<file path="src/verilog/cpuPipePkg.sv">
`default_nettype none

package cpuPipePkg;

	localparam int WORD_W = 16;
	localparam int REG_AW = 4;
	localparam int REG_COUNT = 16;
	localparam int IMEM_DEPTH = 256; // words, not bytes
	localparam int DMEM_DEPTH = 256;
	localparam int IMEM_AW = $clog2(IMEM_DEPTH);
	localparam int DMEM_AW = $clog2(DMEM_DEPTH);

	typedef logic [WORD_W-1:0] wordT; // data and instruction word
	typedef logic [REG_AW-1:0] regAddrT;
	typedef logic [WORD_W-1:0] pcT; // word address, steps by one

endpackage

`default_nettype wire

</file>
<file path="src/verilog/memoryStage.sv">
`default_nettype none

module memoryStage
	import cpuPipePkg::*;
(
	input  logic    clk,
	input  logic    rstN,
	input  logic    mValid,
	input  wordT    mResult, // ALU result or data address
	input  wordT    mStoreData,
	input  regAddrT mDst, // for SW this names the data register
	input  logic    mWe,
	input  logic    mIsLoad,
	input  logic    mIsStore,
	input  logic    mHalt,
	output regAddrT mFwdReg,
	output logic    mFwdWe,
	output wordT    mFwdData,
	output regAddrT wReg,
	output logic    wWe,
	output wordT    wData,
	output logic    wValid,
	output logic    wHalt
);

	wordT dmem [DMEM_DEPTH];
	wordT storeData;
	logic [DMEM_AW-1:0] addr;

	assign addr = mResult[DMEM_AW-1:0];

	// LW right before SW reaches here only now
	assign storeData = (wWe && wReg == mDst) ? wData : mStoreData;

	always_ff @(posedge clk) begin
		if (mValid && mIsStore) begin
			dmem[addr] <= storeData;
		end
	end

	assign mFwdReg = mDst;
	assign mFwdWe = mWe && !mIsLoad; // load data not ready until write-back
	assign mFwdData = mResult;

	always_ff @(posedge clk) begin
		if (!rstN) begin
			wValid <= 1'b0;
			wWe <= 1'b0;
			wHalt <= 1'b0;
		end else begin
			wValid <= mValid;
			wWe <= mWe;
			wHalt <= mHalt;
		end
	end

	always_ff @(posedge clk) begin
		wReg <= mDst;
		wData <= mIsLoad ? dmem[addr] : mResult; // registered read
	end

	aLoadStoreExclusive: assert property (@(posedge clk) disable iff (!rstN)
		!(mIsLoad && mIsStore))
		else $error("memory: load and store in the same slot");

endmodule

`default_nettype wire

</file>
<file path="config.mk">
export PLATFORM = sky130hd
export DESIGN_NAME = memoryStage
export DESIGN_NICKNAME = d
export VERILOG_FILES = /design/src/verilog/cpuPipePkg.sv /design/src/verilog/memoryStage.sv
export SDC_FILE = /design/constraint.sdc
export NUM_CORES = 2
export LEC_CHECK = 0
export BUFFER_PORTS_ARGS = -buffer_cell sky130_fd_sc_hd__buf_2
export CAP_MARGIN = 25
export CELL_PAD_IN_SITES_DETAIL_PLACEMENT = 0
export CELL_PAD_IN_SITES_GLOBAL_PLACEMENT = 1
export CORE_MARGIN = 10
export CORE_UTILIZATION = 30
export DETAILED_ROUTE_END_ITERATION = 16
export PLACE_DENSITY = 0.58
export SLEW_MARGIN = 20
export SYNTH_ARGS = -nofsm -noshare
export SYNTH_HDL_FRONTEND = slang
export SYNTH_SLANG_ARGS = --single-unit
</file>
<file path="constraint.sdc">
create_clock -name clk -period 5.4 [get_ports clk]
set_input_delay 0.54 -clock clk [delete_from_list [all_inputs] [get_ports clk]]
set_output_delay 0.54 -clock clk [all_outputs]
set_load 0.03 [all_outputs]
</file>
Word level (Yosys, flattened, before mapping)
Memory sizes are Yosys's and may differ from the RTL's.
Index checks and enable logic that the tools add are counted.
Cells by class
  multiplexer cells: 4
  reductions and logical operators: 4
  equal/unequal tests: 1
Operators by type and width (number)
  $mux 16: 2
  $eq 4x4->1: 1
  $logic_and 1x1->1: 3
  $mux 1: 2
  $logic_not 1->1: 1
Word-level totals
  flip-flop bits (word level): 23
  memories: 1
  word-level logic and storage cells: 15
  bits in writable memories: 4096
Memories
  dmem: words 256, bits a word 16, read ports 1, clocked after Yosys merged registers in 0, write ports 1, RTL line memoryStage.sv:26  | wordT dmem [DMEM_DEPTH];

Logic depth before layout (Yosys ltp)
  word-level depth: 3
  depth in mapped cells: 14
  gate-level depth less buffers: 7

Worst setup path before layout
Ideal clock, no wire load.
  path kind: in2reg
  from: input mDst[3]
  to: memory dmem[0][10] (netlist name) (data pin)
  library setup time: 557 ps
  data arrival time: 3798 ps
  path slack: 1045 ps
  stages on the path: 4
  path through: xor2_1 nor4_1 clkbuf_1 mux2_2
Between the ends
  word-level cells in the longest chain between the ends: 3
Ends and longest elaborated chain
  from (decl): RTL line memoryStage.sv:11  | input regAddrT mDst,
  $eq 4x4->1: RTL line memoryStage.sv:33  | assign storeData = (wWe && wReg == mDst) ? wData : mStoreData;
  $logic_and 1x1->1: RTL line memoryStage.sv:33
  $mux 16: RTL line memoryStage.sv:33
  via storeData[10]: RTL line memoryStage.sv:27  | wordT storeData;
  to (decl): RTL line memoryStage.sv:26
The timed path passes the listed nets, and every way through them passes these cells.

Worst setup path after layout
  from: input mResult[0]
  to: register wData[13]
Between the ends
  word-level cells in the longest chain between the ends: 2
Ends and longest elaborated chain
  from (decl): RTL line memoryStage.sv:9  | input wordT mResult,
  $mem_v2 256x16
  $mux 16: RTL line memoryStage.sv:59  | wData <= mIsLoad ? dmem[addr] : mResult;
  to (signal assigned): RTL line memoryStage.sv:59
  to (decl): RTL line memoryStage.sv:21  | output wordT wData,
No other way between the ends.
A chain may end at the register's enable or synchronous reset.

==> metrics.csv <==
stage;metric;value;unit
floorplanning;Rows;267;
synthesis;most common cell in the netlist;edfxtp_1;
global_route;initial antenna violation count;32;
layout;Layout area overhead;17.0;%
synthesis;Synth area leader;edfxtp_1;
cts;Inserted Clock Buffers;425;
cts;Hold Buf Count CTS;9;
sta;Max Slew Vio Count;0;
synthesis;Post-Synth XOR/XNOR Area;0.0221;%
sta;Peak Freq;255;MHz
synthesis;adder-cell share of the synthesized area;0;%
global_route;vias in the first global route;79700;
place;IO buf count;86;
cts;# resized after CTS;0;
floorplanning;I/O Pins;87;
setup_path;WP buf/inv;4;
synthesis;Avg Cell Area, Syn;22.7;um2
detailed_routing;Total Wirelength;489;mm
synthesis;sequential share of the synthesized area;77.8;%
layout;fraction of layout cells with a size suffix above 1;32.6;%
floorplanning;CORE AREA;528000;um2
synthesis;Mapped Area;159000;um2
setup_path;slowest CP cell;nor4_1;
setup_path;CP cell instances;buf_12, buf_4, buf_12, mux4_2, mux4_2, a32o_1, nor4_1, buf_4, o21ai_1;
floorplanning;Starting Density;30.1;%
detailed_routing;vias per cell;5.26;
power;VDD IR max;0.000327;V
cts;postcts setup bufs;0;
sta;Setup Skew;119;ps
sta;setup repair after global routing missed its margin;false;
cts;Clock Path Buffers;4;
cts;Clock Sinks;4119;
cts;clock transition at the registers of the reported paths;80;ps
setup_path;kind of critical path;input pin to flip-flop;
setup_path;crit path DAT;4630;ps
power;clock group share of total power;42.8;%
synthesis;synth top area cells;edfxtp_1 (77%), mux4_2 (15%), mux2i_1 (1.5%);
setup_path;CP max FO;59;
sta;final-report hold violation count;0;
synthesis;multiplexer share of the synthesized area;16.9;%
sta;Worst slew margin;12.9;%
synthesis;Post-synth EDFFs;4096;
run;Maximum Capacitance Violations;0;
layout;NumNets Final;7719;
setup_path;Reg2Reg Launch Point;dmem[183][13]$_DFFE_PP_;
synthesis;async set-reset flop share out of synthesis;0;%
detailed_routing;vias;79100;
place;HPWL after DPL;304;mm
layout;fillcell total;48400;
power;Pwr Density;369;nW/um2
setup_path;slowest stage delay, CP;770;ps
synthesis;Synth Instances;6991;
floorplanning;die area;559000;um2
power;Internal Power;53200;uW
sta;pin slew with the least headroom to its limit;1270;ps
hold_path;Min-Delay Startpoint;mWe;
global_route;wire length of the first global-routing pass;672;mm
layout;sequential cell area;123000;um2
layout;fin area;186000;um2
place;dpl ws;691;ps
outcome;outcome;completed;
global_route;Global Route Usage Sum;16.9;%
sta;Final TNS setup;0;ps
cts;root buffer cell;clkbuf_16;
setup_path;CP startpoint;mResult[0];
synthesis;Commonest cells post-synth;edfxtp_1 (4096), mux4_2 (1068), nor2_1 (331);
detailed_routing;DRT Pass-1 Iters;6;
layout;area taken by multi-input logic gates;33700;um2
detailed_routing;Residual DRC;0;
floorplanning;Chip Width;747;um
synthesis;Compound-Gate Fraction of Synth Area;1.95;%
detailed_routing;DR WL/cell;32.5;um
power;Switching Fraction;22.3;%
layout;Final Util;35.2;%
power;overall power;68400;uW
place;post-placement cell area;172000;um2
power;Comb pwr share;5.5;%
cts;H-tree depth;5;
global_route;largest net degree at the start of global routing;141;
hold_path;Hold Crit Class;input pin to flip-flop;
synthesis;post-synthesis simple-gate area fraction;1.81;%
global_route;grt ovf;0;
sta;final setup fails;0;
synthesis;Post-Syn Nets;7034;
detailed_routing;1st-iter DRT viols;11000;
place;GPL Wtd Cong;0.844;
cts;Clock Latency Late Sink;1040;ps
setup_path;Worst setup EP type;flip-flop;
setup_path;delay-heaviest family, CP;buffers and inverters;
power;leakage power;0.0577;uW
power;Psw;15300;uW
setup_path;Worst Setup Start Kind;input pin;
detailed_routing;DRT antenna net count;0;
cts;TritonCTS clock tree;done;
synthesis;register bit total from synthesis;4119;
sta;final worst-path cycle share;72.5;%
floorplanning;die height;747;um
synthesis;Synth Warn #;0;
sta;fin crit period;3910;ps
power;Reg power frac;51.7;%
synthesis;top cell type's share of synthesized area;77.5;%
synthesis;Most used DFF post-synth;edfxtp_1;
synthesis;synth unique cells;72;
synthesis;main combinational cell family by area after synthesis;multiplexers;
setup_path;CP required;6110;ps
sta;setup ws final;1490;ps
[worst register-to-register path, cell delays in order (launching register included)]
cell and delay, ps:
edfxtp_1 360, mux4_2 490, mux4_2 660, a32o_1 300
nor4_1 770, buf_4 280, o21ai_1 280
[flip-flops by register name, indices dropped and copies added, names as in the netlist]
signal,cells
wData,16
wWe,1
wHalt,1
dmem,4096
wReg,4
wValid,1
[stage by stage]
step,hold WS (ps),instances
2_1_floorplan,568,6991
3_3_place_gp,677,14200
3_5_place_dp,685,14200
4_1_cts,55.6,15000
5_1_grt,104,15000
6_report,141,15000
[power by group through the flow]
stage	Sequential, uW	Clock [uW]	Combinational [uW]
2_1_floorplan	36100	0	1990
3_3_place_gp	36000	0	3730
3_5_place_dp	36000	0	3790
4_1_cts	35400	29800	3800
5_1_grt	35300	31100	3940
6_report	35400	29300	3790
[cells in the final DEF (no fill, tap or decap), types with 30 or more instances in the layout]
cell type / n
clkbuf_1: 78
o21ai_0: 56
a21oi_1: 39
nor2_1: 134
bufinv_16: 42
clkinv_2: 88
a22oi_1: 92
nand3_1: 54
clkinv_1: 92
clkbuf_16: 428
edfxtp_1: 4096
a221oi_1: 30
nand2_1: 156
buf_2: 79
nor2_2: 195
mux2i_1: 242
buf_4: 515
buf_12: 67
o22ai_1: 37
mux4_2: 1068
[cells by family after synthesis]
family	after synthesis
muxes	1339
AOI/OAI and AO/OA	430
DFF	4119
and+or+nand+nor	667
buffers and inverters	432
xor gates and xnor gates	4
[per-layer routing]
| layer | GRT usage, % | part of all wire [%] | vias to the layer above |
|---|---|---|---|
| met2 | 26.8 | 47 | 3748 |
| li1 | - | - | 31200 |
| met3 | 3.88 | 9.2 | 663 |
| met4 | 4.81 | 3.1 | 2 |
| met1 | 23.4 | 41 | 43500 |
| met5 | 0 | 0.0023 | - |
[cell type report]
type / count / area share [%]
Tap cell: 6994 / 4.71
Timing Repair Buffer: 683 / 3.20
Antenna cell: 21 / 0.0283
Multi-Input combinational cell: 2440 / 18.1
Inverter: 7 / 0.0222
Clock inverter: 271 / 1.48
Clock buffer: 510 / 5.95
Sequential cell: 4119 / 66.5
[final timing paths]
check | end | slack, ps | cells after the start
max | wData[13]$_DFF_P_ | 1490 | 9
min | wWe$_SDFF_PN0_ | 140 | 2
min reg2reg | wData[2]$_DFF_P_ | 1120 | 7
max reg2reg | wData[13]$_DFF_P_ | 1980 | 6
No activity file was read; power rests on OpenSTA's default activity.
