**src/verilog/cpuIsaPkg.sv**
```systemverilog
`default_nettype none

package cpuIsaPkg;

	// instruction layout: op [15:12], rd [11:8], rs [7:4], rt / imm [3:0]
	// B keeps its condition in [11:9] and a signed word offset in [8:0]
	// BR jumps to the value of rs and takes no condition
	localparam int OPCODE_W = 4;
	localparam int COND_W = 3;
	localparam int ALU_OP_W = 3;
	localparam int FLAG_W = 3;
	localparam int SHAMT_W = 4; // shift amount sits in the low nibble
	localparam int MEM_OFF_W = 4; // signed LW/SW offset
	localparam int BR_OFF_W = 9; // signed, counted from pc+1
	localparam int BYTE_IMM_W = 8; // LLB/LHB immediate

	typedef logic [OPCODE_W-1:0] opcodeT;
	typedef logic [COND_W-1:0] condT;
	typedef logic [ALU_OP_W-1:0] aluOpT;
	typedef logic [FLAG_W-1:0] flagsT;

	localparam int FLAG_Z = 2; // bit positions inside flagsT
	localparam int FLAG_N = 1;
	localparam int FLAG_V = 0;

	localparam opcodeT OP_ADD = 4'd0;
	localparam opcodeT OP_SUB = 4'd1;
	localparam opcodeT OP_XOR = 4'd2;
	localparam opcodeT OP_SLL = 4'd4;
	localparam opcodeT OP_SRL = 4'd5;
	localparam opcodeT OP_LW = 4'd8;
	localparam opcodeT OP_SW = 4'd9; // rd holds the store data
	localparam opcodeT OP_LLB = 4'd10;
	localparam opcodeT OP_LHB = 4'd11;
	localparam opcodeT OP_B = 4'd12;
	localparam opcodeT OP_BR = 4'd13;
	localparam opcodeT OP_PCS = 4'd14;
	localparam opcodeT OP_HLT = 4'd15;

	localparam condT COND_NE = 3'd0;
	localparam condT COND_EQ = 3'd1;
	localparam condT COND_GT = 3'd2;
	localparam condT COND_LT = 3'd3;
	localparam condT COND_GE = 3'd4;
	localparam condT COND_LE = 3'd5;
	localparam condT COND_OV = 3'd6;
	localparam condT COND_AL = 3'd7;

	localparam aluOpT ALU_ADD = 3'd0;
	localparam aluOpT ALU_SUB = 3'd1;
	localparam aluOpT ALU_XOR = 3'd2;
	localparam aluOpT ALU_SLL = 3'd3; // also marks the high byte for LHB
	localparam aluOpT ALU_SRL = 3'd4; // also marks the low byte for LLB
	localparam aluOpT ALU_PASS = 3'd5; // pc+1 for PCS

endpackage

`default_nettype wire

```
**src/verilog/cpuPipePkg.sv**
```systemverilog
`default_nettype none

package cpuPipePkg;

	localparam int WORD_W = 16;
	localparam int REG_AW = 4;
	localparam int REG_COUNT = 16;
	localparam int IMEM_DEPTH = 256; // words, not bytes
	localparam int DMEM_DEPTH = 256;
	localparam int IMEM_AW = $clog2(IMEM_DEPTH);
	localparam int DMEM_AW = $clog2(DMEM_DEPTH);

	typedef logic [WORD_W-1:0] wordT; // data and instruction word
	typedef logic [REG_AW-1:0] regAddrT;
	typedef logic [WORD_W-1:0] pcT; // word address, steps by one

endpackage

`default_nettype wire

```
**src/verilog/fetchStage.sv**
```systemverilog
`default_nettype none

module fetchStage
	import cpuIsaPkg::*;
	import cpuPipePkg::*;
(
	input  logic clk,
	input  logic rstN,
	input  logic loadValid, // program load strobe
	input  pcT   loadAddr,
	input  wordT loadData,
	input  logic stall,
	input  logic redirect, // taken B or BR from decode
	input  pcT   redirectPc,
	output pcT   pc,
	output wordT dInstr,
	output pcT   dPc,
	output logic dValid
);

	wordT imem [IMEM_DEPTH];
	wordT fetched;
	logic isHlt;

	always_ff @(posedge clk) begin
		if (loadValid) begin
			imem[loadAddr[IMEM_AW-1:0]] <= loadData; // works in reset too
		end
	end

	assign fetched = imem[pc[IMEM_AW-1:0]];
	assign isHlt = fetched[WORD_W-1 -: OPCODE_W] == OP_HLT; // park on HLT

	always_ff @(posedge clk) begin
		if (!rstN) begin
			pc <= '0;
		end else if (redirect) begin
			pc <= redirectPc; // redirect beats stall and HLT
		end else if (!stall && !isHlt) begin
			pc <= pc + pcT'(1);
		end
	end

	always_ff @(posedge clk) begin
		if (!rstN) begin
			dValid <= 1'b0;
		end else if (redirect) begin
			dValid <= 1'b0; // wrong-path slot becomes a bubble
		end else if (!stall) begin
			dValid <= 1'b1;
		end
	end

	always_ff @(posedge clk) begin
		if (!stall) begin
			dInstr <= fetched;
			dPc <= pc;
		end
	end

	// decode only redirects once its operands are ready
	aRedirectNoStall: assert property (@(posedge clk) disable iff (!rstN)
		!(redirect && stall))
		else $error("fetch: redirect while stalled");

endmodule

`default_nettype wire

```
**config.mk**
```make
export PLATFORM = sky130hd
export DESIGN_NAME = fetchStage
export DESIGN_NICKNAME = d
export VERILOG_FILES = /design/src/verilog/cpuIsaPkg.sv /design/src/verilog/cpuPipePkg.sv /design/src/verilog/fetchStage.sv
export SDC_FILE = /design/constraint.sdc
export NUM_CORES = 2
export LEC_CHECK = 0
export BUFFER_PORTS_ARGS = -buffer_cell sky130_fd_sc_hd__buf_2
export CORE_ASPECT_RATIO = 1.5
export CORE_UTILIZATION = 35
export CTS_BUF_LIST = sky130_fd_sc_hd__clkbuf_8
export DETAILED_ROUTE_END_ITERATION = 6
export PLACE_DENSITY = 0.45
export SYNTH_ARGS = -nofsm -noshare
export SYNTH_HDL_FRONTEND = slang
export SYNTH_SLANG_ARGS = --single-unit
```
**constraint.sdc**
```tcl
create_clock -name clk -period 5.4 [get_ports clk]
set_input_delay 0.54 -clock clk [delete_from_list [all_inputs] [get_ports clk]]
set_output_delay 0.54 -clock clk [all_outputs]
set_load 0.02 [all_outputs]
```
# After elaboration in Yosys (flattened, before gate mapping)
# Memories as Yosys holds them, arrays and structs flattened. A register that Yosys moved wholly into a read port is not among the register bits.
# Index checks and enable logic that the tools add are counted.
# word_totals
memories	1
in_bits	53
out_inout_bits	49
ram_bits	4096
ff_bits	49
# op_classes
n_mux	6
bitwise	1
eq_ne	1
n_reduce_logical	5
n_addsub	1
# mem_list
memory	depth	word_bits	read_ports	rd_clocked_by_memory_dff	write_ports	line_no	source
imem	256	16	1	1	1	fetchStage.sv:21	wordT imem [IMEM_DEPTH];
# op_table
cell	count
$mux W16	2
$add A16 B1 Y16 const B	1
$mux W8	2
$eq A4 B4 Y1 const B	1
$logic_not A1 Y1	2
$mux W1	2
$reduce_bool A2 Y1	1
$reduce_or A2 Y1	1
$logic_and A1 B1 Y1	1
$not A1 Y1	1

# Logic depth before layout (Yosys ltp)
# depth
word_depth	7
depth_mapped	17
ltp_nobuf	9

# Worst setup path before layout
# OpenSTA, ideal clock, no wires.
# synth_timing
kind	reg2reg
startpoint	reg (tool-made name)
endpoint	reg dInstr[0] (data pin)
t_required_ns	5.128
setup_ns	0.272
arrival_time_ns	3.637
setup_slack_ns	1.491
path_stages_with_launch	12
period_less_slack_ns	3.909
path_buffers	7
cell_sequence	dfxtp_1 buf_2 buf_2 buf_2 buf_2 clkbuf_1 clkbuf_1 clkbuf_1 mux4_2 mux4_2 mux4_2 mux4_2
# synth_lines
element	line_no	source
end signal: assignment	fetchStage.sv:56	dInstr <= fetched;
end: declaration	fetchStage.sv:16	output wordT dInstr,

==> flow_metrics.tcl <==
set metrics [dict create \
    final_layout_size_suffix_gt1_share_pct 36.1 \
    worstSetupPathType "flop to flop" \
    finalCritPeriodShare_pct 95.4 \
    grt_pass1_wl_um 652000 \
    final_antenna_net_count 0 \
    synthTopCellsByArea "edfxtp_1 (78%), mux4_2 (18%), nor2_1 (0.69%)" \
    hold_path.class "primary input to flop" \
    p_leak_uw 0.0553 \
    grt-ovfl-total 0 \
    rsz0062_at_grt "false" \
    clk_pin_slew_ns 0.06 \
    hold_viol 0 \
    fin_crit_ns 5.15 \
    yosys_register_bits 4153 \
    wire_per_inst_um 34.1 \
    syn_area_per_cell_um2 24.3 \
    run_status "completed" \
    coreArea_um2 452000 \
    synthFlopType "edfxtp_1" \
    dr_total_vias 74700 \
    drtPass1Iterations 7 \
    dieArea_um2 457000 \
    regArea_um2 124000 \
    maxCapViolCount 0 \
    setup_tns_ns 0 \
    fin_area_um2 182000 \
    area_delta_synth_final_pct 14.2 \
    grt_pass1_vias 79000 \
    final_max_slew_viol_count 0 \
    vias_per_cell 5.40 \
    nets 7477 \
    synth_top_area_share_pct 77.9 \
    max_slew_margin_pct 4.32 \
    endpoint_kind "flop" \
    gp_congestion 0.805 \
    multi_input_area_um2 33600 \
    syn_inst 6553 \
    instances_no_fill 13800 \
    cts_setup_buffers 0 \
    grt_max_degree 165 \
    cp-start-kind "flop" \
    root_buffer "clkbuf_8" \
    nFillCells 40000 \
    cp.arrival_ns 6.13 \
    clk_latency_ns 1.09 \
    powerDensity_nw_per_um2 356 \
    worstPathRequired_ns 6.38 \
    dpl-instance-area_um2 170000 \
    drt_wl_total_um 472000 \
    drtIter0Drc 6728 \
    start_util_pct 35.2 \
    synth_edf_count 4128 \
    ys_warn_count 0 \
    setup_violations 0 \
    synth_commonest_cells "edfxtp_1 (4,128), mux4_2 (1,269), nor2_1 (292)" \
    cts_buffers 628 \
    htree_levels 6 \
    ir_worst_vdd_uv 191 \
    tightest_slew_ns 1.43 \
    syn_nets 6607 \
    drc_errors 0 \
    ys_seq_area_share_pct 78.2 \
    finClkSkew_ns 0.0582 \
    clock.fmax_mhz 194 \
    core.rowCount 302 \
    ys_types 62 \
    ys_async_sr_fraction_pct 0 \
    antenna_found_initial 32 \
    die_h_um 828 \
    io_pins 102 \
    cts_buffer_depth 4 \
    place_hpwl_um 286000 \
    yosysTopAreaCell "edfxtp_1" \
    cts_tree "built" \
    clkSinkCount 4153 \
    dp.cells 12700 \
    die_w_um 553 \
    critPathMaxFanout 43 \
    io_buffer_count 93 \
    post-synth-top-count-cell "edfxtp_1" \
    netlist_area_um2 159000 \
    track_usage_pct 20.6 \
]
## state kept, by name, summed over array words and instances (netlist names), named ones only
signal	cells
dInstr	16
dValid	1
pc	16
imem	4096
dPc	16
## cell type report
| type | count | area share (%) |
|---|---|---|
| diodes | 32 | 0.0440 |
| clock buffers | 648 | 4.91 |
| clock inverters | 444 | 1.15 |
| inverters | 12 | 0.0248 |
| multi-input cells | 2019 | 18.5 |
| flip-flops and latches | 4153 | 68.5 |
| well taps | 5928 | 4.08 |
| repair buffers | 609 | 2.85 |
## cells by family after synthesis
family                     synth area share (%)
xor gates and xnor gates                0.00550
buffers and inverters                      1.20
AOI/OAI and AO/OA                         0.784
adders and majority gates               0.00786
DFF                                        78.2
and+or+nand+nor                            1.53
muxes                                      18.3
## cells in the final DEF (no fill, tap or decap), types with 53 or more instances in the layout
cell      instances
buf_2            77
nand2_1          53
mux4_2         1269
inv_1           235
clkinv_1        129
buf_4           429
edfxtp_1       4128
nor2_2          200
nor2_1           59
clkbuf_8        652
## timing repair
action | in CTS | in global routing
hold buffers | 40 | 0
hold endpoints to repair | 774 | 0
setup endpoints to repair | 0 | 4
resized for setup | 0 | 1
## routing by layer
| metal | global-route usage, % | part of all wire, % |
|---|---|---|
| met4 | 6.10 | 2.9 |
| met2 | 37.6 | 54 |
| met5 | 0 | 0.0087 |
| met3 | 2.93 | 4.5 |
| met1 | 25.0 | 39 |
## report_power, final
group | total (uW) | switching [uW] | internal [uW]
registers | 35700 | 122 | 35600
clock network | 23700 | 12200 | 11500
logic | 5340 | 3210 | 2120
## metrics by stage
stage,util [%],power (uW),worst slack (ns),hold slack [ns]
4_1_cts,40.2,65600,0.0407,0.0598
2_1_floorplan,-,39200,1.49,0.577
3_5_place_dp,37.7,41800,0.0522,0.481
5_1_grt,40.2,66900,0.0562,0.127
3_3_place_gp,37.7,41800,0.0482,0.468
6_report,40.2,64700,0.247,0.118
## worst max-delay path, cell delays in order, from the launching register on
cell and delay [ns]:
dfxtp_4 0.65, buf_12 0.31, buf_12 0.35, mux4_2 0.55
a22o_1 0.26, a221oi_2 0.35, buf_4 0.22, o22ai_1 0.08
a211oi_1 0.41, or4b_1 0.44, nor4_4 0.11, buf_4 0.17
buf_4 0.14, buf_4 0.15, o41a_1 0.39, o311a_1 0.28
## final timing paths
| path | startpoint | end | slack (ns) | cells past startpoint |
|---|---|---|---|---|
| hold reg to reg | dValid$_SDFFE_PP0N_ | dValid$_SDFFE_PP0N_ | 0.48 | 1 |
| hold / removal | loadData[15] | imem[23][15]$_DFFE_PP_ | 0.12 | 1 |
| setup / recovery | flop | pc[13]$_SDFFE_PN0P_ | 0.25 | 15 |
| setup reg to reg | flop | pc[13]$_SDFFE_PN0P_ | 0.25 | 15 |
No activity file was read; power rests on OpenSTA's default activity.
