**config.mk**
```make
export PLATFORM = sky130hd
export DESIGN_NAME = executeStage
export DESIGN_NICKNAME = d
export VERILOG_FILES = /design/src/verilog/cpuIsaPkg.sv /design/src/verilog/cpuPipePkg.sv /design/src/verilog/executeStage.sv
export SDC_FILE = /design/constraint.sdc
export NUM_CORES = 1
export LEC_CHECK = 0
export ABC_AREA = 1
export BUFFER_PORTS_ARGS = -buffer_cell sky130_fd_sc_hd__buf_2
export CORE_ASPECT_RATIO = 0.6
export CORE_MARGIN = 1
export CORE_UTILIZATION = 40
export DETAILED_ROUTE_END_ITERATION = 16
export GPL_TIMING_DRIVEN = 0
export RECOVER_POWER = 100
export SLEW_MARGIN = 20
export SYNTH_ARGS = -nofsm -noshare
export SYNTH_HDL_FRONTEND = slang
export SYNTH_SLANG_ARGS = --single-unit
```
**constraint.sdc**
```tcl
create_clock -name clk -period 8.2 [get_ports clk]
set_input_delay 0 -clock clk [delete_from_list [all_inputs] [get_ports clk]]
set_output_delay 0 -clock clk [all_outputs]
set_load 0.01 [all_outputs]
```
**src/verilog/cpuIsaPkg.sv**
```systemverilog
`default_nettype none

package cpuIsaPkg;

	// instruction layout: op [15:12], rd [11:8], rs [7:4], rt / imm [3:0]
	// B keeps its condition in [11:9] and a signed word offset in [8:0]
	// BR jumps to the value of rs and takes no condition
	localparam int OPCODE_W = 4;
	localparam int COND_W = 3;
	localparam int ALU_OP_W = 3;
	localparam int FLAG_W = 3;
	localparam int SHAMT_W = 4; // shift amount sits in the low nibble
	localparam int MEM_OFF_W = 4; // signed LW/SW offset
	localparam int BR_OFF_W = 9; // signed, counted from pc+1
	localparam int BYTE_IMM_W = 8; // LLB/LHB immediate

	typedef logic [OPCODE_W-1:0] opcodeT;
	typedef logic [COND_W-1:0] condT;
	typedef logic [ALU_OP_W-1:0] aluOpT;
	typedef logic [FLAG_W-1:0] flagsT;

	localparam int FLAG_Z = 2; // bit positions inside flagsT
	localparam int FLAG_N = 1;
	localparam int FLAG_V = 0;

	localparam opcodeT OP_ADD = 4'd0;
	localparam opcodeT OP_SUB = 4'd1;
	localparam opcodeT OP_XOR = 4'd2;
	localparam opcodeT OP_SLL = 4'd4;
	localparam opcodeT OP_SRL = 4'd5;
	localparam opcodeT OP_LW = 4'd8;
	localparam opcodeT OP_SW = 4'd9; // rd holds the store data
	localparam opcodeT OP_LLB = 4'd10;
	localparam opcodeT OP_LHB = 4'd11;
	localparam opcodeT OP_B = 4'd12;
	localparam opcodeT OP_BR = 4'd13;
	localparam opcodeT OP_PCS = 4'd14;
	localparam opcodeT OP_HLT = 4'd15;

	localparam condT COND_NE = 3'd0;
	localparam condT COND_EQ = 3'd1;
	localparam condT COND_GT = 3'd2;
	localparam condT COND_LT = 3'd3;
	localparam condT COND_GE = 3'd4;
	localparam condT COND_LE = 3'd5;
	localparam condT COND_OV = 3'd6;
	localparam condT COND_AL = 3'd7;

	localparam aluOpT ALU_ADD = 3'd0;
	localparam aluOpT ALU_SUB = 3'd1;
	localparam aluOpT ALU_XOR = 3'd2;
	localparam aluOpT ALU_SLL = 3'd3; // also marks the high byte for LHB
	localparam aluOpT ALU_SRL = 3'd4; // also marks the low byte for LLB
	localparam aluOpT ALU_PASS = 3'd5; // pc+1 for PCS

endpackage

`default_nettype wire

```
**src/verilog/cpuPipePkg.sv**
```systemverilog
`default_nettype none

package cpuPipePkg;

	localparam int WORD_W = 16;
	localparam int REG_AW = 4;
	localparam int REG_COUNT = 16;
	localparam int IMEM_DEPTH = 256; // words, not bytes
	localparam int DMEM_DEPTH = 256;
	localparam int IMEM_AW = $clog2(IMEM_DEPTH);
	localparam int DMEM_AW = $clog2(DMEM_DEPTH);

	typedef logic [WORD_W-1:0] wordT; // data and instruction word
	typedef logic [REG_AW-1:0] regAddrT;
	typedef logic [WORD_W-1:0] pcT; // word address, steps by one

endpackage

`default_nettype wire

```
**src/verilog/executeStage.sv**
```systemverilog
`default_nettype none

module executeStage
	import cpuIsaPkg::*;
	import cpuPipePkg::*;
(
	input  logic    clk,
	input  logic    rstN,
	input  logic    xValid,
	input  aluOpT   xOp,
	input  regAddrT xSrcA,
	input  regAddrT xSrcB,
	input  regAddrT xDst,
	input  wordT    xA,
	input  wordT    xB,
	input  wordT    xImm,
	input  logic    xWe,
	input  logic    xIsLoad,
	input  logic    xIsStore,
	input  logic    xIsLinkOrByte,
	input  logic    xHalt,
	input  pcT      xPcNext,
	input  regAddrT mFwdReg,
	input  logic    mFwdWe,
	input  wordT    mFwdData,
	input  regAddrT wReg,
	input  logic    wWe,
	input  wordT    wData,
	output flagsT   xFlags,
	output logic    mValid,
	output wordT    mResult,
	output wordT    mStoreData,
	output regAddrT mDst,
	output logic    mWe,
	output logic    mIsLoad,
	output logic    mIsStore,
	output logic    mHalt
);

	wordT opA, opB, aluB, sum, diff, aluOut, byteOut, result;
	flagsT flags, newFlags;
	logic vf, isShift, updFlags;

	// newest producer wins, memory before write-back
	function automatic wordT fwdSel(regAddrT src, wordT regVal, regAddrT mReg, logic mWeIn,
			wordT mData, regAddrT wRegIn, logic wWeIn, wordT wDataIn);
		if (mWeIn && mReg == src) return mData;
		if (wWeIn && wRegIn == src) return wDataIn;
		return regVal;
	endfunction

	always_comb begin
		opA = fwdSel(xSrcA, xA, mFwdReg, mFwdWe, mFwdData, wReg, wWe, wData);
		opB = fwdSel(xSrcB, xB, mFwdReg, mFwdWe, mFwdData, wReg, wWe, wData);
	end

	assign aluB = (xIsLoad || xIsStore) ? xImm : opB; // address = rs + offset
	assign sum = opA + aluB;
	assign diff = opA - opB;

	always_comb begin
		vf = 1'b0;
		case (xOp)
			ALU_ADD: begin
				aluOut = sum;
				vf = (opA[WORD_W-1] == aluB[WORD_W-1]) && (sum[WORD_W-1] != opA[WORD_W-1]);
			end
			ALU_SUB: begin
				aluOut = diff;
				vf = (opA[WORD_W-1] != opB[WORD_W-1]) && (diff[WORD_W-1] != opA[WORD_W-1]);
			end
			ALU_XOR: aluOut = opA ^ opB;
			ALU_SLL: aluOut = opA << xImm[SHAMT_W-1:0];
			ALU_SRL: aluOut = opA >> xImm[SHAMT_W-1:0]; // logical
			ALU_PASS: aluOut = xPcNext;
			default: aluOut = opA;
		endcase
	end

	// LHB rides on the SLL select, LLB on SRL
	assign byteOut = (xOp == ALU_SLL) ? {xImm[BYTE_IMM_W-1:0], opA[7:0]}
		: {opA[WORD_W-1:8], xImm[BYTE_IMM_W-1:0]};
	assign result = (xIsLinkOrByte && xOp != ALU_PASS) ? byteOut : aluOut;

	assign isShift = (xOp == ALU_SLL) || (xOp == ALU_SRL);
	assign updFlags = xValid && xWe && !xIsLoad && !xIsLinkOrByte; // arith and shifts only

	always_comb begin
		newFlags[FLAG_Z] = (aluOut == '0);
		newFlags[FLAG_N] = aluOut[WORD_W-1];
		newFlags[FLAG_V] = isShift ? flags[FLAG_V] : vf; // shifts leave V alone
	end

	assign xFlags = updFlags ? newFlags : flags; // decode sees this cycle's flags

	always_ff @(posedge clk) begin
		if (!rstN) begin
			flags <= '0;
		end else if (updFlags) begin
			flags <= newFlags;
		end
	end

	always_ff @(posedge clk) begin
		if (!rstN) begin
			mValid <= 1'b0;
			mWe <= 1'b0;
			mIsLoad <= 1'b0;
			mIsStore <= 1'b0;
			mHalt <= 1'b0;
		end else begin
			mValid <= xValid;
			mWe <= xWe;
			mIsLoad <= xIsLoad;
			mIsStore <= xIsStore;
			mHalt <= xHalt;
		end
	end

	always_ff @(posedge clk) begin
		mResult <= result;
		mStoreData <= opB;
		mDst <= xDst;
	end

endmodule

`default_nettype wire

```
Word level (Yosys, flattened, before mapping)
Index checks and enable logic that the tools add are counted. Widths: inputs -> output; s select.

$add $sub $neg: 2. Equality and inequality tests: 14. Shift-type cells: 2. Muxes and demuxes: 21. Bitwise gates (word level): 1. Reductions and logical operators: 16.

Operators with widths (number): $mux 16 (11); $pmux 16 s6 (1); $add 16x16->16 (1); $eq 4x4->1 (4); $logic_not 16->1 (1); $shl 16x4->16 (1); $shr 16x4->16 (1); $sub 16x16->16 (1); $xor 16x16->16 (1); $logic_and 1x1->1 (10); $mux 1 (7); $eq 3x2->1 const B (2); $eq 3x3->1 const B (2); $eq 3x1->1 const B (1); $logic_not 3->1 (1); $mux 3 (1); $ne 1x1->1 (3); $ne 3x3->1 const B (1); $logic_not 1->1 (2); $logic_or 1x1->1 (2); $pmux 1 s2 (1); $eq 1x1->1 (1).

Register bits after elaboration: 44. Bits of input ports: 129. Output and inout bits: 44.

Logic depth before layout (Yosys ltp)
Depth in word-level cells: 13. Mapped depth: 31.

Worst setup path before layout
Ideal clock, no wire load.

Kind: input -> register. Start point: in wReg[1]. End point: reg flags[2]. Library setup time: 0.062 ns. Arrival time: 3.127 ns. Data required time: 8.138 ns. Setup slack: 5.012 ns. Stages: 26. Buffers on the path: 1. Cells stage by stage: inv_2 o21ai_0 inv_1 nand3_2 buf_1 nor2_1 a21oi_1 a21oi_1 nand2_1 o21ai_0 ha_1 fa_1 or2_2 a311oi_1 nand2_1 nor2_1 nand3_1 nand2_1 nand2_1 nor2_1 nand2_1 nor2_1 nand3_1 nor2_2 nor2_2 nor2_2.

Word-level cells in the longest chain between the ends: 11. Elaborated cells between the ends (all ways): 23. Those cells by class: 2 x add/sub; 2 x eq/ne; 2 x shift; 13 x mux; 1 x bitwise; 3 x reduce/logical.

RTL lines: start, declared (RTL line executeStage.sv:26) `input regAddrT wReg,`; $eq 4x4->1 * (RTL line executeStage.sv:48) `if (wWeIn && wRegIn == src) return wDataIn;`; $logic_and 1x1->1 * (RTL line executeStage.sv:48); $mux 1 (2 in a row) (RTL line executeStage.sv:48); $mux 16 * (RTL line executeStage.sv:49) `return regVal;`; $mux 16 * (RTL line executeStage.sv:48); via opB[0] (RTL line executeStage.sv:40) `wordT opA, opB, aluB, sum, diff, aluOut, byteOut, result;`; $mux 16 (RTL line executeStage.sv:57) `assign aluB = (xIsLoad || xIsStore) ? xImm : opB;`; $add 16x16->16 (RTL line executeStage.sv:58) `assign sum = opA + aluB;`; $pmux 16 s6 * (RTL line executeStage.sv:63) `case (xOp)`; $logic_not 16->1 * (RTL line executeStage.sv:89) `newFlags[FLAG_Z] = (aluOut == '0);`; $mux 3 *; end signal, assigned (RTL line executeStage.sv:100) `flags <= newFlags;`; end, declared (RTL line executeStage.sv:41) `flagsT flags, newFlags;`.

Mark *: on every way through the listed nets, which the timed path passes. The rest lies on a longest branch. The select of a mux whose other input is x is not followed. A chain may end at the register's enable or synchronous reset.

Worst setup path in the final report
Start point: in xSrcB[3]. End point: out xFlags[2].

Word-level cells in the longest chain between the ends: 11. Elaborated cells between the ends (all ways): 17. Those cells by class: 2 x add/sub; 2 x eq/ne; 9 x mux; 1 x bitwise; 3 x reduce/logical.

RTL lines: start, declared (RTL line executeStage.sv:12) `input regAddrT xSrcB,`; $eq 4x4->1 (RTL line executeStage.sv:48); $logic_and 1x1->1 (RTL line executeStage.sv:48); $mux 1 (2 in a row) (RTL line executeStage.sv:48); $mux 16 (RTL line executeStage.sv:49); $mux 16 * (RTL line executeStage.sv:48); $mux 16 (RTL line executeStage.sv:57); $add 16x16->16 (RTL line executeStage.sv:58); $pmux 16 s6 * (RTL line executeStage.sv:63); $logic_not 16->1 * (RTL line executeStage.sv:89); $mux 3 *; end, declared (RTL line executeStage.sv:29) `output flagsT xFlags,`.

Every way passes the cells marked *; elsewhere a longest branch is shown, timed or not. The select of a mux whose other input is x is not followed.

==> impl_metrics.xml <==
<?xml version="1.0" encoding="UTF-8"?>
<metrics>
  <group name="yosys">
    <metric name="xor_xnor_share_of_the_synthesized_area" unit="">0.005145</metric>
    <metric name="synthDistinctLibCells" unit="">53</metric>
    <metric name="synth-edff-count" unit="">0</metric>
    <metric name="synth_top_family_by_area" unit="">simple AND/OR/NAND/NOR gates</metric>
    <metric name="synth.net_count" unit="">1320</metric>
    <metric name="syn_area_per_cell" unit="um2">5.665</metric>
    <metric name="async_reset_ff_frac" unit="">0</metric>
    <metric name="synth-adder-area-share" unit="">0.06212</metric>
    <metric name="synthesis.area" unit="um2">6566</metric>
    <metric name="synth_simple_gate_area_frac" unit="">0.5128</metric>
    <metric name="yosys_register_bits" unit="">44</metric>
    <metric name="post_synth_mux_area_share" unit="">0.006098</metric>
    <metric name="postSynth.topFlopCell" unit="">sky130_fd_sc_hd__dfxtp_1</metric>
    <metric name="post_synth_inst_count" unit="">1159</metric>
    <metric name="seq_area_frac_synth" unit="">0.1341</metric>
    <metric name="synth_compound_area_frac" unit="">0.1654</metric>
    <metric name="yosys_warnings" unit="">0</metric>
  </group>
  <group name="cts">
    <metric name="max-clock-path-buffers" unit="">2</metric>
    <metric name="clk_sinks" unit="">44</metric>
    <metric name="cts_buffers" unit="">5</metric>
    <metric name="clock_tree.htree_level_count" unit="">2</metric>
    <metric name="cts_root_buf" unit="">sky130_fd_sc_hd__clkbuf_16</metric>
    <metric name="worst_skew_pair.late_latency" unit="ns">0.29</metric>
    <metric name="tritoncts_clock_tree" unit="">yes</metric>
    <metric name="post_cts_buffers" unit="">0</metric>
    <metric name="clkTransAtPathRegs" unit="ns">0.09</metric>
  </group>
  <group name="outcome">
    <metric name="run_status" unit="">finished clean</metric>
  </group>
  <group name="worst_setup_path">
    <metric name="timing.critical_path.fanout_max" unit="">10</metric>
    <metric name="crit_path_end_kind" unit="">output port</metric>
    <metric name="cp.required" unit="ns">8.20</metric>
    <metric name="worstPathArrival" unit="ns">5.61</metric>
    <metric name="worstSetupPathType" unit="">input pin to output port</metric>
    <metric name="worstSetupStartpointType" unit="">input pin</metric>
  </group>
  <group name="detailed_routing">
    <metric name="highest_layer" unit="">met5</metric>
    <metric name="dr_total_vias" unit="">9044</metric>
    <metric name="dr.pass1.iters" unit="">6</metric>
    <metric name="wirelength_met1" unit="um">15580</metric>
    <metric name="met3WireLength" unit="um">5733</metric>
    <metric name="viasPerCell" unit="">5.816</metric>
    <metric name="routed-wl-met2" unit="um">11120</metric>
    <metric name="route.detailed.wl_per_inst" unit="um">21.03</metric>
    <metric name="wl" unit="um">32700</metric>
    <metric name="drt_iter0_drc" unit="">1302</metric>
    <metric name="detail_route.drc_violations" unit="">0</metric>
    <metric name="postRouteAntennaNets" unit="">0</metric>
  </group>
  <group name="floorplan">
    <metric name="dieHeight" unit="um">101.2</metric>
    <metric name="initial_core_util" unit="">0.4188</metric>
    <metric name="number_of_cell_rows" unit="">35</metric>
    <metric name="placeableCoreArea" unit="um2">15680</metric>
    <metric name="dieWidth" unit="um">167.4</metric>
    <metric name="fp.dieArea" unit="um2">16950</metric>
    <metric name="pin_count" unit="">173</metric>
  </group>
  <group name="timing">
    <metric name="setup_tns" unit="ns">0</metric>
    <metric name="hold-worst-slack" unit="ns">0.01435</metric>
    <metric name="rsz0062_at_grt" unit="">false</metric>
    <metric name="number_of_pins_exceeding_their_max_slew_limit_in_the_final_report" unit="">0</metric>
    <metric name="timing.fmax" unit="GHz">0.1781</metric>
    <metric name="share_of_the_clock_period_used_by_the_worst_path" unit="">0.6846</metric>
    <metric name="final_hold_viol_count" unit="">0</metric>
    <metric name="finalClockSkew" unit="ns">0</metric>
    <metric name="pin_slew_with_the_least_headroom_to_its_limit" unit="ns">1.149</metric>
    <metric name="min_period" unit="ns">5.614</metric>
    <metric name="max_slew_margin" unit="">0.2260</metric>
    <metric name="setup-violations-final" unit="">0</metric>
  </group>
  <group name="layout">
    <metric name="layout.nets" unit="">1512</metric>
    <metric name="insertedDiodeCount" unit="">0</metric>
    <metric name="drive_above_1_share" unit="">0.1672</metric>
    <metric name="synthToLayoutAreaGrowth" unit="%">20.64</metric>
  </group>
  <group name="power_and_ir_drop">
    <metric name="vdd_ir_drop_max" unit="mV">0.07211</metric>
    <metric name="power_density" unit="nW/um2">137.5</metric>
    <metric name="p_leak" unit="nW">4.161</metric>
  </group>
  <group name="grt">
    <metric name="grtUsageTotal" unit="">0.3840</metric>
    <metric name="grt_antenna_before_repair" unit="">1</metric>
    <metric name="global_route.overflow_total" unit="">0</metric>
    <metric name="pin_count_of_the_biggest_net_entering_global_routing" unit="">15</metric>
    <metric name="grt_first_pass_wirelength" unit="um">48440</metric>
    <metric name="grt_pass1_vias" unit="">7937</metric>
  </group>
  <group name="min_path">
    <metric name="hp_class" unit="">input pin to flop</metric>
  </group>
  <group name="place">
    <metric name="finalWeightedCongestion" unit="">1.048</metric>
    <metric name="port_buffers" unit="">169</metric>
    <metric name="hpwl" unit="um">27620</metric>
  </group>
  <group name="job">
    <metric name="drv.max_cap_violation_count" unit="">0</metric>
  </group>
</metrics>
path summary, 6_finish.rpt:
path | depth (start not counted) | slack, ns | end | start
hold reg to reg | 2 | 0.51 | flags[0] | flags[0]
hold / removal | 3 | 0.01 | mStoreData[14] | mFwdData[14]
setup / recovery | 28 | 2.59 | xFlags[2] | xSrcB[3]
setup reg to reg | 4 | 7.51 | flags[2] | flags[2]
sequential cells by signal, indices dropped and copies added, names as in the netlist:
signal      cells
mResult        16
mWe             1
mIsLoad         1
flags           3
mDst            4
mStoreData     16
mHalt           1
mValid          1
mIsStore        1
report_power, final:
group	internal (mW)	total, mW	switching [mW]
clock	0.153	0.255	0.102
sequential	0.236	0.241	0.00544
combinational	0.185	0.593	0.408
cells by family (layout without fill, tap and decap cells):
group                      count (synthesis)  after routing
xor gates and xnor gates                   3              3
AOI/OAI and AO/OA                        187            187
adders and majority gates                 32             32
muxes                                      4              4
buffers and inverters                    181            374
and+or+nand+nor                          708            708
DFF                                       44             44
critical path, stage by stage:
cell                       delay (ns)
sky130_fd_sc_hd__buf_2           0.12
sky130_fd_sc_hd__inv_1           0.06
sky130_fd_sc_hd__o21ai_0         0.07
sky130_fd_sc_hd__a21oi_1         0.16
sky130_fd_sc_hd__nand3_1         0.25
sky130_fd_sc_hd__buf_2           0.30
sky130_fd_sc_hd__clkbuf_1        0.27
sky130_fd_sc_hd__o21ai_0         0.91
sky130_fd_sc_hd__o21ai_0         0.24
sky130_fd_sc_hd__ha_1            0.43
sky130_fd_sc_hd__a21oi_1         0.22
sky130_fd_sc_hd__nor2_1          0.06
sky130_fd_sc_hd__a211oi_1        0.60
sky130_fd_sc_hd__nand3_1         0.42
sky130_fd_sc_hd__o21ai_0         0.29
sky130_fd_sc_hd__nand4_1         0.14
sky130_fd_sc_hd__inv_1           0.09
sky130_fd_sc_hd__nand2_1         0.04
sky130_fd_sc_hd__a21oi_1         0.11
sky130_fd_sc_hd__nand2_1         0.13
sky130_fd_sc_hd__nand2_1         0.11
sky130_fd_sc_hd__nand2_1         0.06
sky130_fd_sc_hd__inv_1           0.05
sky130_fd_sc_hd__nand3_1         0.07
sky130_fd_sc_hd__nor2_1          0.14
sky130_fd_sc_hd__nor2_1          0.08
sky130_fd_sc_hd__inv_1           0.06
sky130_fd_sc_hd__buf_2           0.12
timing repair:
action / CTS / global route
hold buffers: 16 / 0
hold endpoints to repair: 11 / 0
gates resized for setup: 0 / 0
routing by layer:
metal  vias up  GRT usage
met5         -    0.02989
li1       4278          -
met1      4121     0.5825
met3        24     0.1852
met2       619     0.4776
met4         2    0.03317
layout by cell type (no fill, tap or decap), drive strengths merged, types with 4 or more instances in the layout:
cell         count
clkbuf          70
inv            134
o21ai           84
nand3b           4
buf            147
nor3             6
a21oi           52
a221oi           6
a211oi           4
or2              6
nor2            93
ha              31
nand4           28
nand2          343
clkinv           6
nand3          226
a21o             4
o21bai           4
mux2i            4
dlygate4sd3     16
dfxtp           44
a31oi            4
o211ai          19
cell type report:
| cell class | instances | area, um2 |
|---|---|---|
| flip-flops and latches | 44 | 880.8 |
| plain buffers | 42 | 229.0 |
| fillers | 1776 | 7756 |
| clock inverters | 2 | 38.79 |
| clock buffers | 6 | 138.9 |
| repair buffers | 185 | 948.4 |
| well taps | 203 | 254.0 |
| inverters | 139 | 521.8 |
| multi-input cells | 934 | 4910 |
Yosys cell counts, types with 6 or more instances:
library cell | number | area [um2]
sky130_fd_sc_hd__a21oi_1 | 50 | 250.2
sky130_fd_sc_hd__a221oi_1 | 6 | 52.55
sky130_fd_sc_hd__buf_1 | 7 | 26.28
sky130_fd_sc_hd__buf_2 | 9 | 45.04
sky130_fd_sc_hd__clkbuf_1 | 15 | 56.30
sky130_fd_sc_hd__dfxtp_1 | 44 | 880.8
sky130_fd_sc_hd__ha_1 | 31 | 387.9
sky130_fd_sc_hd__inv_1 | 123 | 461.7
sky130_fd_sc_hd__inv_2 | 11 | 41.29
sky130_fd_sc_hd__nand2_1 | 318 | 1194
sky130_fd_sc_hd__nand2_2 | 18 | 112.6
sky130_fd_sc_hd__nand2_4 | 7 | 78.83
sky130_fd_sc_hd__nand3_1 | 201 | 1006
sky130_fd_sc_hd__nand3_2 | 21 | 210.2
sky130_fd_sc_hd__nand4_1 | 27 | 168.9
sky130_fd_sc_hd__nor2_1 | 84 | 315.3
sky130_fd_sc_hd__nor2_2 | 6 | 37.54
sky130_fd_sc_hd__o211ai_1 | 19 | 142.6
sky130_fd_sc_hd__o21ai_0 | 76 | 380.4
per-stage QoR:
step           setup WS [ns]  instances  power [mW]  area [um2]    util
2_1_floorplan          5.012       1159      0.6060        6566       -
3_3_place_gp           2.912       1531      0.8089        7666  0.4890
3_5_place_dp           2.911       1531      0.8094        7666  0.4890
4_1_cts                2.893       1555       1.064        8004  0.5105
5_1_grt                2.297       1555       1.148        7921  0.5053
6_report               2.586       1555       1.089        7921  0.5053
No activity file was read; power rests on OpenSTA's default activity.
